File: src/fetch_pkg.sv
package fetch_pkg;

    localparam int ADDR_W       = 64;
    localparam int LINE_BYTES   = 64;
    localparam int OFFS_W       = 6;     // log2 of LINE_BYTES
    localparam int WINDOW_BYTES = 15;    // Longest x86 instruction

    // Byte addresses, line aligned whenever they go out on the bus
    typedef logic [ADDR_W-1:0] line_addr_t;

    // Whole cache line, byte 0 in the top bits
    typedef logic [LINE_BYTES*8-1:0] line_data_t;

    // Decode window, byte 0 in the top bits
    typedef logic [WINDOW_BYTES*8-1:0] window_t;

    // Line as it leaves the requester
    typedef struct packed {
        logic              valid;
        logic              discard;   // Issued before the latest redirect
        logic [OFFS_W-1:0] skip;      // Leading bytes to drop
        line_data_t        data;
    } line_resp_t;

    // Aligned bytes headed for the decode buffer
    typedef struct packed {
        logic              valid;
        line_data_t        bytes;     // Byte 0 at the top
        logic [OFFS_W:0]   count;     // 1 to 64
    } chunk_t;

    // Feedback from the decoder
    typedef struct packed {
        logic [3:0]  consume;         // Bytes taken this cycle
        logic        redirect;        // One-cycle pulse
        line_addr_t  target;
    } decode_ctl_t;

endpackage

File: src/line_aligner.sv
`timescale 1ns/10ps

module line_aligner
    import fetch_pkg::*;
(
    input  logic        bus,
    input  logic        rst_n,
    input  line_resp_t  line_in,
    input  logic        flush,
    output chunk_t      chunk,
    output logic        credit_return
);

    logic              keep;
    line_data_t        shifted;
    logic [OFFS_W:0]   kept_bytes;

    logic              chunk_vld;
    line_data_t        chunk_bytes;
    logic [OFFS_W:0]   chunk_cnt;

    // Only fresh lines make it into the buffer
    assign keep = line_in.valid && !line_in.discard && !flush;

    // Shift the bytes after skip up to byte 0
    assign shifted = line_in.data << {line_in.skip, 3'b000};

    assign kept_bytes = (OFFS_W+1)'(LINE_BYTES) - {1'b0, line_in.skip};

    always_ff @(posedge bus) begin
        if (!rst_n) begin
            chunk_vld     <= 1'b0;
            credit_return <= 1'b0;
        end else begin
            chunk_vld     <= keep;
            // Dropped lines still hand their credit back
            credit_return <= line_in.valid && !keep;
        end
    end

    // Payload only, qualified by chunk_vld
    always_ff @(posedge bus) begin
        if (keep) begin
            chunk_bytes <= shifted;
            chunk_cnt   <= kept_bytes;
        end
    end

    assign chunk = '{valid: chunk_vld, bytes: chunk_bytes, count: chunk_cnt};

endmodule

File: config.mk
export PLATFORM = sky130hd
export DESIGN_NAME = line_aligner
export DESIGN_NICKNAME = d
export VERILOG_FILES = /design/src/fetch_pkg.sv /design/src/line_aligner.sv
export SDC_FILE = /design/constraint.sdc
export NUM_CORES = 2
export LEC_CHECK = 0
export ABC_CLOCK_PERIOD_IN_PS = 135600
export BUFFER_PORTS_ARGS = -buffer_cell sky130_fd_sc_hd__buf_2
export CAP_MARGIN = 10
export CELL_PAD_IN_SITES_DETAIL_PLACEMENT = 1
export CELL_PAD_IN_SITES_GLOBAL_PLACEMENT = 1
export CORE_AREA = 4 4 407 409
export CTS_BUF_LIST = sky130_fd_sc_hd__clkbuf_8
export DETAILED_ROUTE_END_ITERATION = 10
export DIE_AREA = 0 0 411 413
export PLACE_DENSITY_LB_ADDON = 0.15
export SLEW_MARGIN = 5
export SYNTH_ARGS = -nofsm -noshare
export SYNTH_HDL_FRONTEND = slang
export SYNTH_SLANG_ARGS = --single-unit
File: constraint.sdc
create_clock -name bus -period 135.6 [get_ports bus]
set_input_delay 13.56 -clock bus [delete_from_list [all_inputs] [get_ports bus]]
set_output_delay 13.56 -clock bus [all_outputs]
set_load 0.01 [all_outputs]
# Yosys cells after proc, flatten, opt, wreduce, memory -nomap -nowiden
# Cells that the tools add are included.
# op_classes
n_addsub	1
n_shift	1
n_reduce_logical	6
# ops
op	n
left shift 512 x 9 -> 512 bit	1
subtractor 7 x 6 -> 7 bit, first input constant	1
logical AND 1 bit	3
logical NOT 1 bit	3
# totals
register_bits	521
input_bits	523
output_inout_bits	521
elab_cells	12

# Logic depth before layout (Yosys ltp)
# logic_depth
depth_word	5
mapped_depth	11
depth_no_buf	5

# Least setup slack after synthesis
# OpenSTA, ideal clock, no wires.
# synth_timing
path_kind	in2reg
start	in line_in[518] (netlist name)
end	reg chunk_vld
setup_time_ns	0.203
arrival_ns	53.194
slack_ns	82.203
cell_stages	2
n_path_buf	0
path_cell_list	nor3b_1 -> and2_1
# synth_between
elab_chain_len	3
# synth_rtl
element	line_no	text
from (decl)	line_aligner.sv:8	input line_resp_t line_in,
logical NOT 1 bit	line_aligner.sv:23	assign keep = line_in.valid && !line_in.discard && !flush;
logical AND 1 bit (2 in a row)	line_aligner.sv:23	
to (signal assigned)	line_aligner.sv:35	chunk_vld <= keep;
to (decl)	line_aligner.sv:18	logic chunk_vld;
# Every way passes these cells.
# A chain may end at the register's enable or synchronous reset.

# Worst setup path after layout
# layout_timing
start	in line_in[514] (netlist name)
end	reg chunk_bytes[489] (data pin)
# layout_between
elab_chain_len	1
# layout_rtl
element	line_no	text
left shift 512 x 9 -> 512 bit	line_aligner.sv:26	assign shifted = line_in.data << {line_in.skip, 3'b000};
net shifted[489]	line_aligner.sv:15	line_data_t shifted;
to (signal assigned)	line_aligner.sv:44	chunk_bytes <= shifted;
to (decl)	line_aligner.sv:19	line_data_t chunk_bytes;
# The timed path passes the listed nets, and every way through them passes these cells.

==> metrics.yaml <==
use_met1_pct: 51.0
max_cap_violations: 0
grt_pass1_vias: 50500
seq_area_frac_synth_pct: 32.6
synthArstFlopShare_pct: 0
row_count: 148
syn_to_final_growth_pct: 20.2
gp_congestion: 1.06
hold_class: "in2reg"
routed_via_density: 7.02
crit_path_max_incr_delay_ns: 0.83
max_clock_freq_mhz: 55.2
maxSlewViolCount: 0
start_util_pct: 29.6
cts_buffers: 105
dpl.hpwl_um: 312000
yosysTopAreaCell: "edfxtp_1"
tightest_slew_ns: 1.44
met2_usage_pct: 66.4
grt-busiest-layer: "met2"
ctsResizeCount: 0
synthMostInstantiatedCell: "edfxtp_1"
drt-total-wl_um: 396000
finalHoldViolCount: 0
setup_ws_ns: 117.48
crit_chain: "buf_8 > buf_4 > buf_4 > buf_4 > mux4_2 > mux2i_1 > mux2i_1 > o2bb2ai_1 > a211oi_1"
vias: 52800
synth_edf_count: 519
layout.nets: 5679
status: "completed"
track_usage_pct: 44.9
ioPinCount: 1044
core_area_mm2: 0.162
root_buffer: "clkbuf_8"
drc_errors: 0
dr.pass1.iters: 7
finalCritPeriodShare_pct: 13.4
yosys_most_used_dff: "edfxtp_1"
grt_pass1_wl_um: 509000
drive_gt1_share_pct: 41.7
cts_setup_buffers: 0
yosysTopAreaCellShare_pct: 32.5
power_density_mw_per_mm2: 10.7
cts_buffer_depth: 3
die_y_um: 413
slew_headroom_pct: 3.50
cp_slowest_cell: "buf_4"
ys_ff_latch: 521
cts_hold_buffers: 0
netlist_area_mm2: 0.0479
yosys_warnings: 0
grt_antenna_before_repair: 212
rsz0062_at_grt: "no"
grt_max_degree: 115
synthTopCellsByArea: "edfxtp_1, mux4_2, mux2_2, mux2i_1, nor2_1"
worstSetupPathType: "in2reg"
syn_nets: 4851
clkTransAtPathRegs_ns: 0.06
ir_drop_uv: 9.67
period_needed_ns: 18.12
path_max_fanout: 73
endpoint_kind: "flop"
synthTopCellsByCount: "edfxtp_1, mux4_2, nor2_1"
h-tree-depth: 3
cp.arrival_ns: 18.66
wl_per_cell_um: 52.6
tritoncts: "yes"
met3_usage_pct: 19.3
postRouteAntennaNets: 0
cp.required_ns: 136.14
setup_viol: 0
setup_tns_ns: 0
p_leak_nw: 20.7
syn_inst: 4327
startpoint_type: "input pin"
portBuffers: 1043
cts.sinks: 521
die_x_um: 411
cp_common_cell: "buf_4"
first_iter_violations: 8076
dp_slack_ns: 116.94
die_area_mm2: 0.170
ys_types: 57
grt.overflow.total: 0
synth_area_per_cell_um2: 11.1
[sequential cells by signal, indices dropped and copies added (netlist names)]
signal	flops
chunk_vld	1
chunk_bytes	512
chunk_cnt	7
credit_return	1
[cells in the final DEF (no fill, tap or decap), drive strengths merged, types with 148 or more instances in the layout]
| cell type | n |
|---|---|
| mux4 | 483 |
| buf | 1200 |
| nand2 | 415 |
| a21oi | 174 |
| edfxtp | 519 |
| mux2i | 313 |
| o21ai | 179 |
| mux2 | 309 |
| a22oi | 148 |
| nor2 | 433 |
[worst max-delay path, delay by kind of cell]
kind | cells | cell delay, ns
AOI/OAI and AO/OA | 2 | 0.77
buffers and inverters | 4 | 2.51
muxes | 3 | 1.58
[logic make-up after synthesis]
family | count (synthesis) | share of synthesized area [%]
AOI/OAI and AO/OA | 1132 | 16.6
xor gates and xnor gates | 3 | 0.0549
DFF | 521 | 32.6
and+or+nand+nor | 1080 | 9.43
buffers and inverters | 485 | 4.69
adders and majority gates | 1 | 0.0261
muxes | 1105 | 36.5
[path summary, 6_finish.rpt]
check,startpoint,slack (ns),end,cells past startpoint
max,line_in[514],117.48,chunk_bytes[489],9
min,rst_n,12.89,chunk_vld,2
[stage by stage]
step / hold slack [ns] / util [%] / power [mW] / instances / area, µm²
after floorplan: 13.66 / - / 0.317 / 4327 / 47900
after global placement: 13.78 / 34.0 / 0.429 / 7217 / 55100
after detailed placement: 13.78 / 34.1 / 0.430 / 7222 / 55200
after CTS: 12.86 / 35.4 / 0.609 / 7412 / 57300
after global routing: 12.89 / 35.4 / 0.627 / 7452 / 57400
final: 12.89 / 35.6 / 0.619 / 7527 / 57600
[routing by layer]
metal  vias up  part of all wire, %
li1      19400                    -
met2      4773                   43
met4       128                  9.3
met5         -                 0.21
met3      1307                   13
met1     27300                   34
[where the power goes]
| part | switching (mW) | internal (mW) |
|---|---|---|
| Combinational | 0.163 | 0.0759 |
| Clock | 0.0882 | 0.0926 |
| Sequential | 0.00946 | 0.190 |
| Total | 0.261 | 0.358 |
[cell type report]
class                           count  area (µm²)
Antenna cell                      114         285
Multi-Input combinational cell   3321       30300
Inverter                            5        38.8
Clock inverter                     84         669
Timing Repair Buffer             1201        6560
Tap cell                         2175        2720
Clock buffer                      106        1460
Sequential cell                   521       15600
Fill cell                       18100      104000
No activity file was read; power rests on OpenSTA's default activity.
