**config.mk**
```make
export PLATFORM = sky130hd
export DESIGN_NAME = fetch_requester
export DESIGN_NICKNAME = d
export VERILOG_FILES = /design/src/fetch_pkg.sv /design/src/fetch_requester.sv
export SDC_FILE = /design/constraint.sdc
export NUM_CORES = 1
export LEC_CHECK = 0
export BUFFER_PORTS_ARGS = -buffer_cell sky130_fd_sc_hd__buf_2
export CORE_AREA = 2 2 477 479
export DETAILED_ROUTE_END_ITERATION = 8
export DIE_AREA = 0 0 479 481
export SYNTH_ARGS = -nofsm -noshare
export SYNTH_HDL_FRONTEND = slang
export SYNTH_SLANG_ARGS = --single-unit
```
**constraint.sdc**
```tcl
create_clock -name bus -period 3 [get_ports bus]
set_clock_uncertainty 0.2 [all_clocks]
set_input_delay 0.3 -clock bus [delete_from_list [all_inputs] [get_ports bus]]
set_output_delay 0.3 -clock bus [all_outputs]
set_load 0.03 [all_outputs]
```
**src/fetch_pkg.sv**
```systemverilog
package fetch_pkg;

    localparam int ADDR_W       = 64;
    localparam int LINE_BYTES   = 64;
    localparam int OFFS_W       = 6;     // log2 of LINE_BYTES
    localparam int WINDOW_BYTES = 15;    // Longest x86 instruction

    // Byte addresses, line aligned whenever they go out on the bus
    typedef logic [ADDR_W-1:0] line_addr_t;

    // Whole cache line, byte 0 in the top bits
    typedef logic [LINE_BYTES*8-1:0] line_data_t;

    // Decode window, byte 0 in the top bits
    typedef logic [WINDOW_BYTES*8-1:0] window_t;

    // Line as it leaves the requester
    typedef struct packed {
        logic              valid;
        logic              discard;   // Issued before the latest redirect
        logic [OFFS_W-1:0] skip;      // Leading bytes to drop
        line_data_t        data;
    } line_resp_t;

    // Aligned bytes headed for the decode buffer
    typedef struct packed {
        logic              valid;
        line_data_t        bytes;     // Byte 0 at the top
        logic [OFFS_W:0]   count;     // 1 to 64
    } chunk_t;

    // Feedback from the decoder
    typedef struct packed {
        logic [3:0]  consume;         // Bytes taken this cycle
        logic        redirect;        // One-cycle pulse
        line_addr_t  target;
    } decode_ctl_t;

endpackage

```
**src/fetch_requester.sv**
```systemverilog
`timescale 1ns/10ps

module fetch_requester
    import fetch_pkg::*;
(
    input  logic        bus,
    input  logic        rst_n,
    input  line_addr_t  entry,
    output line_addr_t  req_addr,
    output logic        reqcyc,
    input  logic        reqack,
    input  logic        respcyc,
    input  line_data_t  resp,
    input  logic        redirect,
    input  line_addr_t  target,
    input  logic [3:0]  free_lines,
    input  logic        line_written,
    output line_resp_t  line_out
);

    typedef enum logic [1:0] {
        ST_IDLE,    // Waiting for buffer credit
        ST_REQ,     // reqcyc up, waiting for reqack
        ST_WAIT     // Turnaround after the acknowledge
    } state_t;

    state_t            state;
    line_addr_t        fetch_addr;
    logic [OFFS_W-1:0] head_skip;      // Skip for the next fresh response
    logic [3:0]        pending;        // Acked lines not yet through the aligner
    logic [3:0]        in_flight;      // Acked lines with no response yet
    logic [3:0]        in_flight_next;
    logic [3:0]        stale;          // Responses still owed from before a redirect
    logic              acked;
    logic              drop;

    assign acked  = (state == ST_REQ) && reqack;
    assign drop   = redirect || (stale != 4'd0);   // Current response is stale
    assign reqcyc = (state == ST_REQ);
    assign req_addr = fetch_addr;                  // Stable while reqcyc is up

    assign in_flight_next = in_flight + {3'b000, acked} - {3'b000, respcyc};

    always_ff @(posedge bus) begin
        if (!rst_n) begin
            state      <= ST_IDLE;
            fetch_addr <= {entry[ADDR_W-1:OFFS_W], {OFFS_W{1'b0}}};
            head_skip  <= entry[OFFS_W-1:0];
        end else if (redirect) begin
            // Abandon any unacked request and restart at the target line
            state      <= ST_IDLE;
            fetch_addr <= {target[ADDR_W-1:OFFS_W], {OFFS_W{1'b0}}};
            head_skip  <= target[OFFS_W-1:0];
        end else begin
            if (respcyc && !drop) begin
                head_skip <= '0;               // Only the first line is trimmed
            end
            case (state)
                ST_IDLE: begin
                    if (pending < free_lines) begin
                        state <= ST_REQ;
                    end
                end
                ST_REQ: begin
                    if (reqack) begin
                        state      <= ST_WAIT;
                        fetch_addr <= fetch_addr + line_addr_t'(LINE_BYTES);
                    end
                end
                ST_WAIT: state <= ST_IDLE;     // reqcyc low for this cycle
                default: state <= ST_IDLE;
            endcase
        end
    end

    // Credit and stale bookkeeping
    always_ff @(posedge bus) begin
        if (!rst_n) begin
            pending   <= 4'd0;
            in_flight <= 4'd0;
            stale     <= 4'd0;
        end else begin
            pending   <= pending + {3'b000, acked} - {3'b000, line_written};
            in_flight <= in_flight_next;
            if (redirect) begin
                stale <= in_flight_next;       // Everything still owed is now old
            end else if (respcyc && (stale != 4'd0)) begin
                stale <= stale - 4'd1;
            end
        end
    end

    always_comb begin
        line_out.valid   = respcyc;
        line_out.discard = drop;
        line_out.skip    = drop ? '0 : head_skip;
        line_out.data    = resp;
    end

endmodule

```
# --- Yosys cells after proc, flatten, opt, wreduce, memory -nomap -nowiden ---
# Cells that the tools add are included.
word_totals:
  ff_bits: 84
  out_inout_bits: 585
classes:
  addsub: 6
  n_lt_le_gt_ge: 1
  n_eq_ne: 6
  mux: 13
  bitwise: 1
  n_reduce_logical: 12
ops:
  columns: ["cell", "count"]
  rows:
  - ["$mux 64", 4]
  - ["$add 64x7->64 const B", 1]
  - ["$mux 6", 4]
  - ["$ne 3x1->1 const B", 3]
  - ["$add 4x1->4", 2]
  - ["$mux 4", 2]
  - ["$sub 4x1->4", 2]
  - ["$reduce_and 2->1", 3]
  - ["$lt 4x4->1", 1]
  - ["$mux 2", 2]
  - ["$pmux 2 s2", 1]
  - ["$reduce_bool 4->1", 1]
  - ["$sub 4x1->4 const B", 1]
  - ["$logic_and 1x1->1", 3]
  - ["$eq 2x1->1 const B", 1]
  - ["$logic_not 2->1", 1]
  - ["$ne 2x1->1 const B", 1]
  - ["$ne 2x2->1 const B", 1]
  - ["$reduce_bool 2->1", 1]
  - ["$reduce_or 2->1", 1]
  - ["$logic_not 1->1", 1]
  - ["$logic_or 1x1->1", 1]
  - ["$not 1->1", 1]

# --- Depth between registers and ports, before layout ---
depth:
  depth_word: 7
  ltp_mapped: 10

# --- Worst setup path before layout ---
# No wires, ideal clock.
synth_timing:
  kind: "reg-to-reg"
  startpoint: "register state[0]"
  endpoint: "register fetch_addr[10], in the netlist req_addr[10] (enable)"
  setup_ps: 417
  t_arrival_ps: 2308
  t_required_ps: 2383
  setup_slack_ps: 75
  stages_incl_launch_ff: 4
  n_path_buf: 0
  path_cell_list: "dfxtp_1 > nor2b_1 > nand2_1 > nand2_1"
synth_via:
  elab_chain_len: 3
synth_rtl:
  columns: ["item", "line", "text"]
  rows:
  - ["start: declaration", "fetch_requester.sv:27", "state_t state;"]
  - ["start signal: assignment", "fetch_requester.sv:46", "state <= ST_IDLE;"]
  - ["start signal: assignment", "fetch_requester.sv:51", "state <= ST_IDLE;"]
  - ["start signal: assignment", "fetch_requester.sv:61", "state <= ST_REQ;"]
  - ["$eq 2x1->1", null, null]
  - ["net reqcyc", "fetch_requester.sv:10", "output logic reqcyc,"]
  - ["$ne 3x1->1 (no line)", null, null]
  - ["$reduce_and 2->1 (no line)", null, null]
  - ["end signal: assignment", "fetch_requester.sv:47", "fetch_addr <= {entry[ADDR_W-1:OFFS_W], {OFFS_W{1'b0}}};"]
  - ["end signal: assignment", "fetch_requester.sv:52", "fetch_addr <= {target[ADDR_W-1:OFFS_W], {OFFS_W{1'b0}}};"]
  - ["end signal: assignment", "fetch_requester.sv:67", "fetch_addr <= fetch_addr + line_addr_t'(LINE_BYTES);"]
  - ["end: declaration", "fetch_requester.sv:28", "line_addr_t fetch_addr;"]
# The timed path passes the listed nets, and every way through them passes these cells.
# A chain may end at the register's enable or synchronous reset.

# --- Worst setup path in the final report ---
layout_timing:
  startpoint: "register fetch_addr[12], in the netlist req_addr[12]"
  endpoint: "register fetch_addr[24], in the netlist req_addr[24], data pin"
layout_via:
  elab_chain_len: 5
layout_rtl:
  columns: ["item", "line", "text"]
  rows:
  - ["$add 64x7->64", "fetch_requester.sv:67", null]
  - ["$mux 64", "fetch_requester.sv:65", "if (reqack) begin"]
  - ["$mux 64", "fetch_requester.sv:58", "case (state)"]
  - ["$mux 64", "fetch_requester.sv:49", "end else if (redirect) begin"]
  - ["$mux 64", "fetch_requester.sv:45", "if (!rst_n) begin"]
# Every way passes these cells. The select of a mux whose other input is x is not followed.

==> results.md <==
* Outcome: completed
* Simple-Gate Fraction of Synth Area at 11.9%
* Post-route minimum period at 2.89 ns
* WP data required at 2.94 ns
* Comb pwr share at 32.9%
* Complex-gate fraction of the synthesized area at 9.62%
* Synthesized area per cell at 8.69 um^2
* Sequential-to-total area share from yosys stat at 24.3%
* Slowest CP cell: dlygate4sd3_1
* Routed wire length at roughly 120000 um
* Xor/xnor share of the synthesized area at 5.41%
* Crit-path cells: nand4_4 -> nor4_4 -> buf_6 -> buf_4 -> nand2_1 -> xor2_1 -> nor2_1 -> a221o_1 -> dlygate4sd3_1
* Residual DRC at 0
* TritonCTS clock tree: yes
* Root Driver: clkbuf_16
* First-pass GRT wire length at 136000 um
* Type of origin of the critical path: flop
* Synthesized area at a little over 9000 um^2
* Die area at about 230000 um^2
* Number of library cell types mapped by synthesis at 52
* Metal-1 WL at 15500 um
* Mux cell area share after synthesis at 0.856%
* Main combinational cell family by area after synthesis: buffers and inverters
* Die height at slightly below 500 um
* Initial core utilization at 4.01%
* Port bufs at slightly above 200
* Num CTS Buffers at 9
* RSZ-0062 raised after global routing: no
* Synthesized flop and latch total at 78
* Fmax at 0.346 GHz
* Gp weighted congestion at 0.811
* Post-synth EDFFs at 64
* Clock Sinks at between 70 and 80
* Post-Synth Adder-Cell Area at 2.38%
* Max Slew Vio Count at 0
* Vias per std cell at 1.77
* Tcrit/Tclk final at between 90% and 100%
* WL met3 at about 42000 um
* Worst-margin pin slew at between 1 and 1.5 ns
* WL per Instance at 32.2 um
* Setup CP Type: reg -> reg
* Drt pass-1 iters at 8
* Total grt overflow at 0
* Via count at approximately 6.8k
* Hold Vio Cnt, Final at 0
* Crit-path leading delay family: buffers and inverters
* Layout cells sized above 1 at about 37%
* Post-Layout Inst Area at roughly 11000 um^2
* WL met2 at around 55000 um
* Initial DRC count at 462
* Tot Pwr at 4200 uW
* Leakage Power at 0.00301 uW
* CTS H-Tree Depth at 3
* Slew HR at a little over a quarter
* Setup_tns at 0 ns
* Max-cap viol count at 0
* WP data arrival at 2.82 ns
* Sw power at approximately 1700 uW
* Num ports at ~1.2k
* Nets at 1439
* Mapped Cells at 1043
* Worst path bufs/invs at 3
* Hold Path Class: in -> reg
* Placed cell area at 10100 um^2
* Largest net degree at the start of global routing at a little under 60
* Setup violators final at 0
* Clock share of power at 30.2%
* Peak VDD IR at 0.256 mV
* Die X at 479 um
* Worst Setup End Kind: flop
* Ys flop type: edfxtp_1
* Antenna viol nets, final at 0
* Vias in the first global route at roughly 6.2k
* Initial antenna violation count at 46
* Clk_lat worst skew at between 0.3 and 0.4 ns
* Core region area at 226000 um^2
* Crit-path max FO at 6
* Sw frac at 40.4%
* Clk slew on worst S/H paths at around 0.080 ns
* CTS Buffer Depth at 2
* Pint at approximately 2500 uW
* Area added between synthesis and finish at 19.3%
* Ys async rst share at 0%
* Power per cell area at between 300 and 400 nW/um^2
* Sequential Power Share at 36.9%
* HPWL Detailed at approximately 120000 um
* Uppermost layer routed: met5
* Synth warnings at 0
* Total GRT Usage at roughly a tenth
* Slowest stage delay, CP at 0.56 ns
* Rows at 175
-- synth_stat cells, drive strengths merged (7+ instances only) --
cell type | instances | area [um^2]
dfxtp | 14 | 280
nand2 | 36 | 138
nor2 | 35 | 131
a21oi | 10 | 50.1
nand4 | 13 | 118
nor4 | 14 | 178
buf | 525 | 3940
inv | 24 | 90.1
and3 | 11 | 68.8
clkbuf | 22 | 82.6
nor3 | 26 | 160
o2bb2ai | 13 | 114
nand3 | 26 | 148
xor2 | 24 | 210
and2 | 7 | 43.8
o21ai | 55 | 279
xnor2 | 32 | 280
edfxtp | 64 | 1920
a22oi | 32 | 240
ha | 14 | 175
-- cell families after synthesis --
group | count (synthesis)
xor gates and xnor gates | 56
DFF | 78
other | 1
and+or+nand+nor | 181
muxes | 7
AOI/OAI and AO/OA | 132
adders and majority gates | 16
buffers and inverters | 572
-- through the flow --
| step | setup slack, ns | instances | utilization (%) | hold slack, ns |
|---|---|---|---|---|
| 6_report | 0.111 | 3837 | 4.79 | 0.0315 |
| 5_1_grt | 0.000100 | 3833 | 4.78 | 0.0240 |
| 4_1_cts | 0.0207 | 3782 | 4.71 | 0.00195 |
| 3_5_place_dp | -0.168 | 3739 | 4.46 | 0.223 |
| 3_3_place_gp | -0.0927 | 3739 | 4.46 | 0.210 |
| 2_1_floorplan | 0.0750 | 1048 | - | 0.199 |
-- registers in the layout (all words and copies together) (netlist names) --
signal,cells
stale,4
state,2
in_flight,4
pending,4
req_addr,58
head_skip,6
-- per-layer routing --
| layer | global-route usage (%) | vias up |
|---|---|---|
| met3 | 15.9 | 424 |
| li1 | - | 2496 |
| met1 | 3.71 | 2920 |
| met4 | 8.25 | 22 |
| met2 | 16.0 | 926 |
| met5 | 0.124 | - |
-- placed cells by master (no fill, tap or decap), types with 13 or more instances in the layout --
cell	netlist	layout
a22oi_1	32	32
buf_2	1	204
buf_4	521	30
dfxtp_1	14	14
diode_2	0	50
dlygate4sd3_1	0	25
edfxtp_1	64	64
ha_1	14	13
inv_1	23	23
nand2_1	35	33
nand3_1	24	23
nor2_1	35	34
nor3_1	20	20
o21ai_0	39	39
o21ai_1	15	15
o2bb2ai_1	13	13
xnor2_1	32	32
xor2_1	24	24
-- area by class of cell --
type / instances / area, um^2
Multi-Input combinational cell: 398 / 2790
Clock inverter: 6 / 50.0
Timing Repair Buffer: 261 / 1530
Antenna cell: 50 / 125
Clock buffer: 10 / 250
Inverter: 25 / 93.8
Sequential cell: 78 / 2200
Fill cell: 26600 / 215000
Tap cell: 3009 / 3760
-- worst min-delay path: stages --
cell and delay [ns]:
buf_2 0.08, a22oi_1 0.07, o21ai_0 0.06
-- worst paths after layout --
| path | start | end | slack, ns | cells after the start |
|---|---|---|---|---|
| worst max-delay path | req_addr[12] | req_addr[24] | 0.11 | 9 |
| worst min-delay path | entry[47] | req_addr[47] | 0.03 | 3 |
| worst max register to register | req_addr[12] | req_addr[24] | 0.11 | 9 |
| worst min register to register | state[1] | state[0] | 0.24 | 1 |
-- repair_timing --
| action | in CTS | in global routing |
|---|---|---|
| resized for setup | 0 | 4 |
| pin swaps | 1 | 0 |
| hold buffers | 25 | 0 |
| setup buffers | 2 | 5 |
| hold endpoints to repair | 21 | 0 |
| endpoints found under the setup margin | 9 | 1 |
-- power by group through the flow --
stage          logic, uW  clock network (uW)  registers (uW)
2_1_floorplan       1890                   0            1710
3_3_place_gp        1320                   0            1560
3_5_place_dp        1340                   0            1570
4_1_cts             1380                1320            1550
5_1_grt             1500                1330            1570
6_report            1380                1270            1550
Note: power is estimated with default switching activity, not from simulation.
